## src/rtl/quarkCfg.svh

```systemverilog
// Quark core configuration macros: reset address, address width, register count
`ifndef QUARK_CFG_SVH
`define QUARK_CFG_SVH

// Address of the first instruction fetch after reset
`define QUARK_RESET_ADDR 32'h0000_0000

// Width of the program counter and of the internal address adders
// Upper address bits on the bus are driven as zero
`define QUARK_ADDR_WIDTH 24

// General registers, x0 included
`define QUARK_NUM_REGS 32

`endif

```

## src/rtl/quarkPkg.sv

```systemverilog
// Quark package: word, address, register index, immediate, mask types and control states
`include "quarkCfg.svh"

package quarkPkg;

   typedef logic [31:0] word_t;                       // Data word on the bus and in registers
   typedef logic [`QUARK_ADDR_WIDTH-1:0] addr_t;      // Internal address, PC width
   typedef logic [4:0] regIdx_t;                      // Register index
   typedef logic [31:0] imm_t;                        // Sign extended immediate
   typedef logic [3:0] byteMask_t;                    // One bit per byte lane
   typedef logic [7:0] funct3Hot_t;                   // funct3Hot[n] set when funct3 == n

   // Multi-cycle control sequence
   typedef enum logic [1:0] {
      fetchInstr,    // Read strobe for the instruction
      waitInstr,     // Wait for the fetched word
      execute,       // Update PC, start memory access or shift
      waitAluOrMem   // Wait for shifter and memory to go idle
   } ctrlState_t;

endpackage

```

## src/rtl/decodeIf.sv

```systemverilog
// Decoded instruction bundle from the instruction decoder to the execution blocks
interface decodeIf;

   quarkPkg::word_t      instruction;   // Latched instruction word
   quarkPkg::regIdx_t    rdId;          // Destination register
   quarkPkg::funct3Hot_t funct3Hot;

   // Immediates, all sign extended to 32 bits
   quarkPkg::imm_t immI;
   quarkPkg::imm_t immS;
   quarkPkg::imm_t immB;
   quarkPkg::imm_t immU;
   quarkPkg::imm_t immJ;

   // Instruction class, at most one set
   logic isLoad;
   logic isStore;
   logic isAluReg;
   logic isAluImm;
   logic isBranch;
   logic isJal;
   logic isJalr;
   logic isLui;
   logic isAuipc;

   logic subFlag;      // SUB rather than ADD
   logic arithShift;   // SRA rather than SRL

   modport decoder (
      output instruction, rdId, funct3Hot, immI, immS, immB, immU, immJ,
      output isLoad, isStore, isAluReg, isAluImm, isBranch, isJal, isJalr, isLui, isAuipc,
      output subFlag, arithShift
   );

   modport consumer (
      input instruction, rdId, funct3Hot, immI, immS, immB, immU, immJ,
      input isLoad, isStore, isAluReg, isAluImm, isBranch, isJal, isJalr, isLui, isAuipc,
      input subFlag, arithShift
   );

   modport regWrite (input rdId);

endinterface

```

## src/rtl/instrDecoder.sv

```systemverilog
// Instruction register and decode of class, funct3 and the five immediate formats
module instrDecoder (
   input  logic            clk,
   input  logic            instrLoad,
   input  quarkPkg::word_t memRdata,
   decodeIf.decoder        dec
);

   import quarkPkg::*;

   logic [31:2] instrReg;   // Bits 1:0 are always 11 in RV32I
   logic [4:0]  opcode;

   // Latch the fetched word once the memory has it
   always_ff @(posedge clk) begin
      if (instrLoad) begin
         instrReg <= memRdata[31:2];
      end
   end

   assign opcode          = instrReg[6:2];
   assign dec.instruction = {instrReg, 2'b11};
   assign dec.rdId        = regIdx_t'(instrReg[11:7]);

   // One-hot funct3 keeps the ALU and branch muxes shallow
   assign dec.funct3Hot = funct3Hot_t'(8'b0000_0001 << instrReg[14:12]);

   // Immediate formats
   assign dec.immI = {{21{instrReg[31]}}, instrReg[30:20]};
   assign dec.immS = {{21{instrReg[31]}}, instrReg[30:25], instrReg[11:7]};
   assign dec.immB = {{20{instrReg[31]}}, instrReg[7], instrReg[30:25],
                      instrReg[11:8], 1'b0};
   assign dec.immU = {instrReg[31:12], 12'b0};
   assign dec.immJ = {{12{instrReg[31]}}, instrReg[19:12], instrReg[20],
                      instrReg[30:21], 1'b0};

   // Opcode classes
   assign dec.isLoad   = (opcode == 5'b00000);   // rd <- mem[rs1 + I]
   assign dec.isAluImm = (opcode == 5'b00100);   // rd <- rs1 op I
   assign dec.isAuipc  = (opcode == 5'b00101);   // rd <- PC + U
   assign dec.isStore  = (opcode == 5'b01000);   // mem[rs1 + S] <- rs2
   assign dec.isAluReg = (opcode == 5'b01100);   // rd <- rs1 op rs2
   assign dec.isLui    = (opcode == 5'b01101);   // rd <- U
   assign dec.isBranch = (opcode == 5'b11000);   // PC <- PC + B if taken
   assign dec.isJalr   = (opcode == 5'b11001);   // rd <- PC + 4, PC <- rs1 + I
   assign dec.isJal    = (opcode == 5'b11011);   // rd <- PC + 4, PC <- PC + J

   // Bit 30 selects SUB and SRA
   // Bit 5 keeps ADDI from looking like SUB, since its immediate overlaps bit 30
   assign dec.subFlag    = instrReg[30] & instrReg[5];
   assign dec.arithShift = instrReg[30];

endmodule

```

## src/rtl/registerFile.sv

```systemverilog
// General register file with operand read at fetch and write-back port
`include "quarkCfg.svh"

module registerFile (
   input  logic            clk,
   input  logic            readEn,
   input  quarkPkg::word_t fetchWord,
   decodeIf.regWrite       dec,
   input  logic            writeEn,
   input  quarkPkg::word_t writeData,
   output quarkPkg::word_t rs1,
   output quarkPkg::word_t rs2
);

   import quarkPkg::*;

   word_t   regs [`QUARK_NUM_REGS];
   regIdx_t rs1Id;
   regIdx_t rs2Id;

   // Source indices come straight from the word being fetched
   assign rs1Id = fetchWord[19:15];
   assign rs2Id = fetchWord[24:20];

   always_ff @(posedge clk) begin
      if (readEn) begin
         rs1 <= (rs1Id == '0) ? '0 : regs[rs1Id];   // x0 reads as zero
         rs2 <= (rs2Id == '0) ? '0 : regs[rs2Id];
      end
   end

   always_ff @(posedge clk) begin
      if (writeEn && (dec.rdId != '0)) begin        // Writes to x0 dropped
         regs[dec.rdId] <= writeData;
      end
   end

endmodule

```

## src/rtl/aluShifter.sv

```systemverilog
// ALU with shared compare subtractor, bit-serial shifter and branch predicate
module aluShifter (
   input  logic            clk,
   input  logic            mem_rstrb,
   input  logic            aluStart,
   decodeIf.consumer       dec,
   input  quarkPkg::word_t rs1,
   input  quarkPkg::word_t rs2,
   output quarkPkg::word_t aluOut,
   output quarkPkg::word_t aluPlus,
   output logic            aluBusy,
   output logic            branchTaken
);

   import quarkPkg::*;

   word_t       aluIn2;
   logic [32:0] aluMinus;   // Bit 32 is the borrow
   logic        lt;
   logic        ltu;
   logic        eq;
   logic        isShift;
   word_t       shiftReg;
   logic [4:0]  shamt;      // Remaining shift steps

   // Register operand for reg ops and branches, I-immediate for the rest
   assign aluIn2 = (dec.isAluReg || dec.isBranch) ? rs2 : dec.immI;

   assign aluPlus = rs1 + aluIn2;   // Also the JALR target

   // One subtract serves SUB, SLT, SLTU and all branch compares
   assign aluMinus = {1'b1, ~aluIn2} + {1'b0, rs1} + 33'd1;
   assign lt       = (rs1[31] ^ aluIn2[31]) ? rs1[31] : aluMinus[32];
   assign ltu      = aluMinus[32];
   assign eq       = (aluMinus[31:0] == '0);

   assign isShift = dec.funct3Hot[1] | dec.funct3Hot[5];
   assign aluBusy = |shamt;

   always_comb begin
      aluOut = '0;
      case (1'b1)
         dec.funct3Hot[0]: aluOut = dec.subFlag ? aluMinus[31:0] : aluPlus;
         dec.funct3Hot[2]: aluOut = {31'b0, lt};
         dec.funct3Hot[3]: aluOut = {31'b0, ltu};
         dec.funct3Hot[4]: aluOut = rs1 ^ aluIn2;
         dec.funct3Hot[6]: aluOut = rs1 | aluIn2;
         dec.funct3Hot[7]: aluOut = rs1 & aluIn2;
         default:          aluOut = shiftReg;   // SLL, SRL, SRA
      endcase
   end

   // Shift count, cleared on reset so the core starts idle
   always_ff @(posedge clk) begin
      if (mem_rstrb) begin
         shamt <= '0;
      end else if (aluStart && isShift) begin
         shamt <= aluIn2[4:0];
      end else if (aluBusy) begin
         shamt <= shamt - 5'd1;
      end
   end

   // One bit per cycle, SRA refills from the sign bit
   always_ff @(posedge clk) begin
      if (aluStart && isShift) begin
         shiftReg <= rs1;
      end else if (aluBusy) begin
         if (dec.funct3Hot[1]) begin
            shiftReg <= {shiftReg[30:0], 1'b0};
         end else begin
            shiftReg <= {dec.arithShift & shiftReg[31], shiftReg[31:1]};
         end
      end
   end

   // Branch conditions by funct3
   assign branchTaken = (dec.funct3Hot[0] &  eq)  |   // BEQ
                        (dec.funct3Hot[1] & ~eq)  |   // BNE
                        (dec.funct3Hot[4] &  lt)  |   // BLT
                        (dec.funct3Hot[5] & ~lt)  |   // BGE
                        (dec.funct3Hot[6] &  ltu) |   // BLTU
                        (dec.funct3Hot[7] & ~ltu);    // BGEU

endmodule

```

## src/rtl/loadStoreUnit.sv

```systemverilog
// Load/store address adder, load alignment and extension, store lane steering and mask
`include "quarkCfg.svh"

module loadStoreUnit (
   decodeIf.consumer           dec,
   input  quarkPkg::word_t     rs1,
   input  quarkPkg::word_t     rs2,
   input  quarkPkg::word_t     memRdata,
   output quarkPkg::addr_t     lsAddr,
   output quarkPkg::word_t     loadData,
   output quarkPkg::byteMask_t storeMask,
   output quarkPkg::word_t     storeData
);

   import quarkPkg::*;

   addr_t       addrOffset;
   logic        byteAccess;
   logic        halfAccess;
   logic        loadSign;
   logic [15:0] loadHalf;
   logic [7:0]  loadByte;

   // S-immediate for stores, I-immediate for loads
   assign addrOffset = dec.isStore ? dec.immS[`QUARK_ADDR_WIDTH-1:0]
                                   : dec.immI[`QUARK_ADDR_WIDTH-1:0];
   assign lsAddr = rs1[`QUARK_ADDR_WIDTH-1:0] + addrOffset;

   // funct3[1:0] gives the size, funct3[2] marks unsigned loads
   assign byteAccess = (dec.instruction[13:12] == 2'b00);
   assign halfAccess = (dec.instruction[13:12] == 2'b01);

   // Pick the addressed halfword, then the byte within it
   assign loadHalf = lsAddr[1] ? memRdata[31:16] : memRdata[15:0];
   assign loadByte = lsAddr[0] ? loadHalf[15:8] : loadHalf[7:0];
   assign loadSign = ~dec.instruction[14] & (byteAccess ? loadByte[7] : loadHalf[15]);

   assign loadData = byteAccess ? {{24{loadSign}}, loadByte} :
                     halfAccess ? {{16{loadSign}}, loadHalf} :
                                  memRdata;

   // Replicate low byte and halfword so any lane sees the right data
   assign storeData[7:0]   = rs2[7:0];
   assign storeData[15:8]  = lsAddr[0] ? rs2[7:0] : rs2[15:8];
   assign storeData[23:16] = lsAddr[1] ? rs2[7:0] : rs2[23:16];
   assign storeData[31:24] = lsAddr[0] ? rs2[7:0] :
                             lsAddr[1] ? rs2[15:8] : rs2[31:24];

   always_comb begin
      if (byteAccess) begin
         storeMask = byteMask_t'(4'b0001 << lsAddr[1:0]);   // One lane
      end else if (halfAccess) begin
         storeMask = lsAddr[1] ? 4'b1100 : 4'b0011;         // Low or high pair
      end else begin
         storeMask = 4'b1111;
      end
   end

endmodule

```

## src/rtl/executeControl.sv

```systemverilog
// Control FSM, program counter, next-PC select, write-back select and bus strobes
`include "quarkCfg.svh"

module executeControl (
   input  logic                clk,
   input  logic                mem_rstrb,
   decodeIf.consumer           dec,
   input  logic                memRbusy,
   input  logic                memWbusy,
   input  logic                aluBusy,
   input  logic                branchTaken,
   input  quarkPkg::word_t     aluOut,
   input  quarkPkg::word_t     aluPlus,
   input  quarkPkg::addr_t     lsAddr,
   input  quarkPkg::word_t     loadData,
   input  quarkPkg::byteMask_t storeMask,
   output logic                instrLoad,
   output logic                aluStart,
   output logic                regWriteEn,
   output quarkPkg::word_t     writeData,
   output quarkPkg::word_t     memAddr,
   output logic                memReadStrobe,
   output quarkPkg::byteMask_t memWmask
);

   import quarkPkg::*;

   localparam word_t ResetAddr = `QUARK_RESET_ADDR;

   ctrlState_t state;
   addr_t      pc;
   addr_t      pcPlus4;
   addr_t      pcPlusImm;
   addr_t      nextPc;
   logic       isAlu;
   logic       isShift;
   logic       needToWait;
   logic       jumpToImm;

   assign isAlu      = dec.isAluReg | dec.isAluImm;
   assign isShift    = dec.funct3Hot[1] | dec.funct3Hot[5];
   assign needToWait = dec.isLoad | dec.isStore | (isAlu & isShift);
   assign jumpToImm  = dec.isJal | (dec.isBranch & branchTaken);

   assign pcPlus4 = pc + addr_t'(4);

   // Shared adder for JAL, AUIPC and branch targets
   assign pcPlusImm = pc + (dec.isJal   ? dec.immJ[`QUARK_ADDR_WIDTH-1:0] :
                            dec.isAuipc ? dec.immU[`QUARK_ADDR_WIDTH-1:0] :
                                          dec.immB[`QUARK_ADDR_WIDTH-1:0]);

   assign nextPc = dec.isJalr ? {aluPlus[`QUARK_ADDR_WIDTH-1:1], 1'b0} :   // Bit 0 cleared
                   jumpToImm  ? pcPlusImm :
                                pcPlus4;

   always_ff @(posedge clk) begin
      if (mem_rstrb) begin
         state <= waitAluOrMem;   // Wait for a pending write first
         pc    <= ResetAddr[`QUARK_ADDR_WIDTH-1:0];
      end else begin
         case (state)
            fetchInstr: begin
               state <= waitInstr;
            end
            waitInstr: begin
               if (!memRbusy) begin
                  state <= execute;
               end
            end
            execute: begin
               pc    <= nextPc;
               state <= needToWait ? waitAluOrMem : fetchInstr;
            end
            default: begin   // waitAluOrMem
               if (!aluBusy && !memRbusy && !memWbusy) begin
                  state <= fetchInstr;
               end
            end
         endcase
      end
   end

   // Strobes decoded from the state
   assign instrLoad  = (state == waitInstr) & ~memRbusy;
   assign aluStart   = (state == execute) & isAlu;
   assign regWriteEn = ((state == execute) | (state == waitAluOrMem)) &
                       ~(dec.isBranch | dec.isStore);

   assign memReadStrobe = (state == fetchInstr) | ((state == execute) & dec.isLoad);
   assign memWmask      = {4{(state == execute) & dec.isStore}} & storeMask;

   // PC during fetch, data address otherwise
   assign memAddr = ((state == fetchInstr) || (state == waitInstr)) ? word_t'(pc)
                                                                    : word_t'(lsAddr);

   // Class flags are exclusive, so an OR of gated sources is enough
   assign writeData = (dec.isLui                ? dec.immU          : '0) |
                      (isAlu                    ? aluOut            : '0) |
                      (dec.isAuipc              ? word_t'(pcPlusImm) : '0) |
                      ((dec.isJal | dec.isJalr) ? word_t'(pcPlus4)   : '0) |
                      (dec.isLoad               ? loadData          : '0);

endmodule

```

## src/rtl/quarkCore.sv

```systemverilog
// Quark RV32I multi-cycle core top level with a single memory bus
module quarkCore (
   input  logic                clk,
   input  logic                mem_rstrb,
   output quarkPkg::word_t     memAddr,
   output quarkPkg::word_t     memWdata,
   output quarkPkg::byteMask_t memWmask,
   output logic                memReadStrobe,
   input  quarkPkg::word_t     memRdata,
   input  logic                memRbusy,
   input  logic                memWbusy
);

   import quarkPkg::*;

   // Control strobes
   logic instrLoad;
   logic aluStart;
   logic regWriteEn;

   // Datapath
   word_t     writeData;
   word_t     rs1;
   word_t     rs2;
   word_t     aluOut;
   word_t     aluPlus;
   logic      aluBusy;
   logic      branchTaken;
   addr_t     lsAddr;
   word_t     loadData;
   byteMask_t storeMask;

   decodeIf decodeIf_inst ();

   instrDecoder instrDecoder_inst (
      .clk       (clk),
      .instrLoad (instrLoad),
      .memRdata  (memRdata),
      .dec       (decodeIf_inst.decoder)
   );

   // Operands are read from the word on the bus while it is latched
   registerFile registerFile_inst (
      .clk       (clk),
      .readEn    (instrLoad),
      .fetchWord (memRdata),
      .dec       (decodeIf_inst.regWrite),
      .writeEn   (regWriteEn),
      .writeData (writeData),
      .rs1       (rs1),
      .rs2       (rs2)
   );

   aluShifter aluShifter_inst (
      .clk         (clk),
      .mem_rstrb   (mem_rstrb),
      .aluStart    (aluStart),
      .dec         (decodeIf_inst.consumer),
      .rs1         (rs1),
      .rs2         (rs2),
      .aluOut      (aluOut),
      .aluPlus     (aluPlus),
      .aluBusy     (aluBusy),
      .branchTaken (branchTaken)
   );

   loadStoreUnit loadStoreUnit_inst (
      .dec       (decodeIf_inst.consumer),
      .rs1       (rs1),
      .rs2       (rs2),
      .memRdata  (memRdata),
      .lsAddr    (lsAddr),
      .loadData  (loadData),
      .storeMask (storeMask),
      .storeData (memWdata)   // Lanes already steered
   );

   executeControl executeControl_inst (
      .clk           (clk),
      .mem_rstrb     (mem_rstrb),
      .dec           (decodeIf_inst.consumer),
      .memRbusy      (memRbusy),
      .memWbusy      (memWbusy),
      .aluBusy       (aluBusy),
      .branchTaken   (branchTaken),
      .aluOut        (aluOut),
      .aluPlus       (aluPlus),
      .lsAddr        (lsAddr),
      .loadData      (loadData),
      .storeMask     (storeMask),
      .instrLoad     (instrLoad),
      .aluStart      (aluStart),
      .regWriteEn    (regWriteEn),
      .writeData     (writeData),
      .memAddr       (memAddr),
      .memReadStrobe (memReadStrobe),
      .memWmask      (memWmask)
   );

endmodule

```

## config.mk

```make
export PLATFORM = sky130hd
export DESIGN_NAME = quarkCore
export DESIGN_NICKNAME = d
export VERILOG_FILES = /design/src/rtl/quarkPkg.sv /design/src/rtl/decodeIf.sv /design/src/rtl/instrDecoder.sv /design/src/rtl/registerFile.sv /design/src/rtl/aluShifter.sv /design/src/rtl/loadStoreUnit.sv /design/src/rtl/executeControl.sv /design/src/rtl/quarkCore.sv
export VERILOG_INCLUDE_DIRS = /design/src /design/src/rtl
export SDC_FILE = /design/constraint.sdc
export NUM_CORES = 2
export LEC_CHECK = 0
export BUFFER_PORTS_ARGS = -buffer_cell sky130_fd_sc_hd__buf_2
export CORE_MARGIN = 2
export CORE_UTILIZATION = 40
export DETAILED_ROUTE_END_ITERATION = 10
export PLACE_DENSITY_LB_ADDON = 0.12
export SLEW_MARGIN = 20
export SYNTH_ARGS = -nofsm -noshare
export SYNTH_HDL_FRONTEND = slang
export SYNTH_SLANG_ARGS = --single-unit
```

## constraint.sdc

```tcl
create_clock -name clk -period 16.25 [get_ports clk]
set_input_delay 0 -clock clk [delete_from_list [all_inputs] [get_ports clk]]
set_output_delay 0 -clock clk [all_outputs]
set_load 0.005 [all_outputs]
```

After elaboration in Yosys (flattened, before gate mapping) --
Memories as Yosys holds them, arrays and structs flattened. A register that Yosys moved wholly into a read port is not among the register bits. Cells that the tools add are included.
Word-level totals: logic and storage cells 137, input bits 36, memories kept 1, bits in read-only memories 0, register bits 93, bits in writable memories 1024, latch bits 0
Cells by class: bitwise logic cells 46, add/subtract/negate cells 7, reduce and logical (&&, ||, !) cells 20, $mul 0, equality and inequality tests 13, mux-type cells 43, divide/modulo/power cells 0, order comparisons 0, shift operators 2
Memory list:
- registerFile_inst.regs | depth 32, width 32, read ports 2, clocked after Yosys merged registers in 2, wr ports 1, RTL line registerFile.sv:17 | word_t regs [`QUARK_NUM_REGS];
Operators with widths (count):
- two-way mux 32 bit | 16
- two-way mux 24 bit | 7
- OR 32 bit | 5
- adder 24 bit | 2
- two-way mux 8 bit | 5
- adder 33 x 1 -> 33 bit (second input constant) | 1
- adder 33 x 32 -> 33 bit | 1
- adder 32 bit | 1
- AND 32 bit | 1
- logical NOT 32 bit | 1
- inverter 32 bit | 1
- XOR 32 bit | 1
- adder 24 x 3 -> 24 bit (second input constant) | 1
- AND 1 bit | 16
- two-way mux 16 bit | 1
- == test 5 x 4 -> 1 bit (second input constant) | 3
- == test 5 bit (second input constant) | 3
- logical NOT 5 bit | 3
- two-way mux 5 bit | 3
- OR 1 bit | 14
- two-way mux 4 bit | 3
- == test 5 x 3 -> 1 bit (second input constant) | 2
- << shifter 1 x 3 -> 8 bit (first input constant) | 1
- two-way mux 2 bit | 3
- other kinds (19) | 36

Longest topological paths before layout --
word-level depth 18, gate-level depth with buffers 24, mapped depth without buffers 21

Cells and area by module --
Synthesis repeated with hierarchy kept, for this count alone.
Second synthesis, totals: cells, all modules 4875, area, all modules 67123.1 µm²
Modules (own cells, without submodules):
- registerFile | area each 49020.8 µm², instances 1, sequential area each 32671.3 µm², cells an instance 2483
- aluShifter | area each 8300.5 µm², instances 1, sequential area each 1061.0 µm², cells an instance 1119
- executeControl | area each 4850.9 µm², instances 1, sequential area each 520.5 µm², cells an instance 665
- loadStoreUnit | area each 2630.0 µm², instances 1, sequential area each 0.0 µm², cells an instance 382
- instrDecoder | area each 2321.0 µm², instances 1, sequential area each 900.9 µm², cells an instance 226

Worst setup path after synthesis --
No wires, ideal clock.
path kind reg2reg, from reg executeControl_inst.state[1], to reg instrDecoder_inst.instrReg[10] (netlist bit), enable pin, required time 15.566 ns, arrival 7.439 ns, setup slack 8.127 ns, cell stages (with the launch flop) 3, library setup time 0.684 ns, path through dfxtp_1 > clkbuf_1 > nor3b_1
Between the ends: longest elaborated chain between the ends 2
Ends and longest elaborated chain:
- start: declaration | RTL line executeControl.sv:30 | ctrlState_t state;
- start signal: assignment | RTL line executeControl.sv:58 | state <= waitAluOrMem;
- start signal: assignment | RTL line executeControl.sv:63 | state <= waitInstr;
- start signal: assignment | RTL line executeControl.sv:67 | state <= execute;
- == test 2 x 1 -> 1 bit | RTL line executeControl.sv:84 | assign instrLoad = (state == waitInstr) & ~memRbusy;
- AND 1 bit | RTL line executeControl.sv:84
- net executeControl_inst.instrLoad | RTL line executeControl.sv:17 | output logic instrLoad,
- end signal: assignment | RTL line instrDecoder.sv:17 | instrReg <= memRdata[31:2];
- end: declaration | RTL line instrDecoder.sv:11 | logic [31:2] instrReg;
The timed path passes the listed nets, and every way through them passes these cells. A chain may end at the register's enable or synchronous reset.

Final worst setup path --
from reg instrDecoder_inst.instrReg[3] (netlist bit), to mem registerFile_inst.regs[21][31] (netlist bit), data pin
Between the ends: longest elaborated chain between the ends 15, elaborated cells on any way between the ends 38
Ends and longest elaborated chain:
- parallel branches: the longest is 14 deep, another holds adder 33 x 32 -> 33 bit
- OR 32 bit (*) | RTL line executeControl.sv:100 | ((dec.isJal | dec.isJalr) ? word_t'(pcPlus4) : '0) |
- net executeControl_inst.writeData[31] | RTL line executeControl.sv:20 | output quarkPkg::word_t writeData,
- end: declaration | RTL line registerFile.sv:17
Mark *: on every way through the listed nets, which the timed path passes.

==> metrics.cfg <==
[global_route]
antenna_found_initial=10
grt_pass1_wl_mm=327
grt_pass1_vias=41000
grt-ovfl-total=0
grt_usage_pct=28.8
grt_max_degree=82

[run]
cap_violations=0

[placed_design]
port_buffers=96
post_dp_cell_area_mm2=0.0677
dp_hpwl_mm=150
place_congestion=0.994

[pwr]
vdd.ir_drop.worst_mv=0.110
leakagePower_nw=24.5
power_density_mw_per_mm2=125

[clocking]
numCtsBuffers=134
htreeDepth=4
ctsHoldBuffers=49
cts_tree=built
clkLatencyLatePin_ns=0.79
post_cts_resized=0
cts_buffer_depth=3
cts_sinks=1180
cts_root_buffer=clkbuf_16
cts_setup_buffers=0
cts.clk_slew.worst_paths_ns=0.06

[worst_setup_path]
critPathTopFamily=compound AO/OA/AOI/OAI gates
crit_slowest_cell=a221o_1
cp_num_cells=18
r2r_cells=18
cp_data_required_time_ns=16.66
worstSetupEndpoint=registerFile_inst.regs[21][31]$_DFFE_PP_
crit_path_start_kind=flip-flop
worst-path-max-fanout=33
cp-end-kind=flip-flop
critical_path_arrival_ns=7.77
critPathLaunch=instrDecoder_inst.instrReg[3]$_DFFE_PP_
cpPeakStageDelay_ns=0.88
crit_buf_inv=2
crit_chain=nor2_1 > and3_2 > buf_4 > mux2i_1 > inv_1 > ha_1 > a21o_1 > a21o_1 > a2111oi_2 > o2111ai_1 > a2111oi_2 > o21ai_0 > a2111oi_2 > nor4_1 > o41ai_2 > o31ai_1 > a2111oi_0 > a221o_1
r2r-end=registerFile_inst.regs[21][31]$_DFFE_PP_
crit_top_cell=a2111oi_2
worstSetupPathType=reg2reg
reg2reg_from=instrDecoder_inst.instrReg[3]$_DFFE_PP_
rrSetupSlack_ns=8.89

[cells_and_area]
finalInstanceArea_mm2=0.0724
syn_to_final_growth_pct=12.8
nNetsFinal=4497
fill_cells=14100
final_cell_mix=edfxtp_1, mux4_2, nor2_1, nand2_1, o21ai_0
fin_util_pct=45.3
drive_gt1_share_pct=27.6
layout_commonest_cell=edfxtp_1
n_antenna_cell=0

[synthesis]
async_flop_share_pct=0
yosysTopAreaCell=edfxtp_1
avgSynthCellArea_um2=15.4
syn_inst=4162
synth_area_leaders=edfxtp_1, mux4_2, ha_1, mux2i_1, nor2_1
ys_ff_latch=1180
ys_seq_area_share_pct=54.7
synth_top_flop_cell=edfxtp_1
synth_area_mm2=0.0642
synthDistinctLibCells=106
yosys_warnings=0
synth-edff-count=1150
yosysTopAreaCellShare_pct=53.8

[floorplan]
start_util_pct=40.1
core_area_mm2=0.160
io_pins=105
dieArea_mm2=0.164
rows=147
fp.dieH_um=405
die_w_um=405

[sta]
fin_hold_ws_ns=0.0708
drv_slew=0
fin_skew_ns=0.0353
tightest_slew_ns=1.13
fin_crit_ns=7.36
rsz0062_at_grt=no
fmax_mhz=136
hold_violations=0
tns_ns=0
post-route-period-util_pct=45.3
maxSlewHeadroom_pct=24.4
setup_violations=0

[drt]
drt_wl_total_mm=236
vias=41600
drc=0
routedWlPerCell_um=36.2
drt-vias-per-instance=6.40
dr.pass1.iters=6
first_iter_violations=5255
antenna_left=0

[outcome]
status=finished clean

[worst_hold_path]
hp-class=in2reg

[flip-flops by register name (all words and copies together) (netlist names)]
name,flops
executeControl_inst.state,2
registerFile_inst.rs1,32
registerFile_inst.regs,1024
instrDecoder_inst.instrReg,30
registerFile_inst.rs2,32
executeControl_inst.pc,23
aluShifter_inst.shiftReg,32
aluShifter_inst.shamt,5
[worst reg2reg max path, stage by stage, from the launching register on]
cell and delay [ns]:
edfxtp_1 0.58, nor2_1 0.27, and3_2 0.21, buf_4 0.44, mux2i_1 0.54, inv_1 0.15
ha_1 0.22, a21o_1 0.18, a21o_1 0.23, a2111oi_2 0.57, o2111ai_1 0.30, a2111oi_2 0.48
o21ai_0 0.29, a2111oi_2 0.50, nor4_1 0.16, o41ai_2 0.44, o31ai_1 0.15, a2111oi_0 0.38
a221o_1 0.88
[cells in the mapped netlist (15+ instances only)]
| master | number |
|---|---|
| a211oi_1 | 22 |
| a21o_1 | 39 |
| a21oi_1 | 140 |
| a221oi_1 | 15 |
| a222oi_1 | 17 |
| and2_1 | 18 |
| and3_1 | 27 |
| buf_1 | 66 |
| buf_4 | 16 |
| clkbuf_1 | 201 |
| dfxtp_1 | 30 |
| edfxtp_1 | 1150 |
| ha_1 | 144 |
| inv_1 | 135 |
| mux2_2 | 35 |
| mux2i_1 | 127 |
| mux4_2 | 642 |
| nand2_1 | 234 |
| nand2b_1 | 26 |
| nand3_1 | 50 |
| nor2_1 | 295 |
| nor2b_1 | 21 |
| nor3_1 | 37 |
| o211ai_1 | 26 |
| o21ai_0 | 202 |
| o22ai_1 | 25 |
| o31ai_1 | 19 |
| or3_1 | 16 |
| xnor2_1 | 84 |
| xor2_1 | 26 |
[cell type report]
class	instances	area, um2	share of cell area [%]
sequential	1180	35100	48.5
clock inverter	86	664	0.917
clock buffer	158	3530	4.87
multi-input combinational	2582	27800	38.4
inverter	139	523	0.722
timing repair buffer	276	2120	2.93
tap	2086	2610	3.60
[kinds of logic after synthesis]
kind of cell | count (synthesis) | share of synthesized area [%]
buf+inv | 439 | 2.73
other cells | 1 | 0.00584
simple gates | 800 | 5.80
xor+xnor | 110 | 1.50
fa+ha+maj | 148 | 2.93
mux | 805 | 25.2
compound gates | 679 | 7.15
flops | 1180 | 54.7
[per-layer routing]
metal / part of all wire [%] / wire, um / track usage (%) / vias up
li1: - / - / - / 17200
met2: 47 / 110000 / 45.2 / 1952
met4: 4.2 / 9810 / 11.0 / 6
met3: 8.6 / 20400 / 6.12 / 396
met5: 0.012 / 29 / 0 / -
met1: 41 / 95800 / 39.4 / 22100
[stage by stage]
| step | total power [W] | instances | worst slack [ns] |
|---|---|---|---|
| after floorplan | 0.00524 | 4201 | 8.13 |
| after global placement | 0.00611 | 6206 | 9.26 |
| after global routing | 0.00936 | 6507 | 8.42 |
| final | 0.00903 | 6507 | 8.89 |
| after detailed placement | 0.00611 | 6212 | 9.05 |
| after CTS | 0.00905 | 6505 | 8.99 |
[power breakdown]
| group | internal, W | switching [W] |
|---|---|---|
| combinational | 0.000825 | 0.00144 |
| clock | 0.00164 | 0.00129 |
| sequential | 0.00363 | 0.000201 |
| total | 0.00610 | 0.00293 |
[worst min-delay path by stage]
stage	startpoint	end	slack, ns	cells past startpoint
after global routing	memRdata[26]	instrDecoder_inst.instrReg[26]$_DFFE_PP_	0.02	2
after floorplan	memRdata[10]	instrDecoder_inst.instrReg[10]$_DFFE_PP_	0.1	0
after CTS	memRdata[26]	instrDecoder_inst.instrReg[26]$_DFFE_PP_	0.008	2
after detailed placement	memRdata[13]	instrDecoder_inst.instrReg[13]$_DFFE_PP_	0.23	1
final	memRdata[26]	instrDecoder_inst.instrReg[26]$_DFFE_PP_	0.07	2
after global placement	memRdata[13]	instrDecoder_inst.instrReg[13]$_DFFE_PP_	0.23	1
No activity file was read; power rests on OpenSTA's default activity.
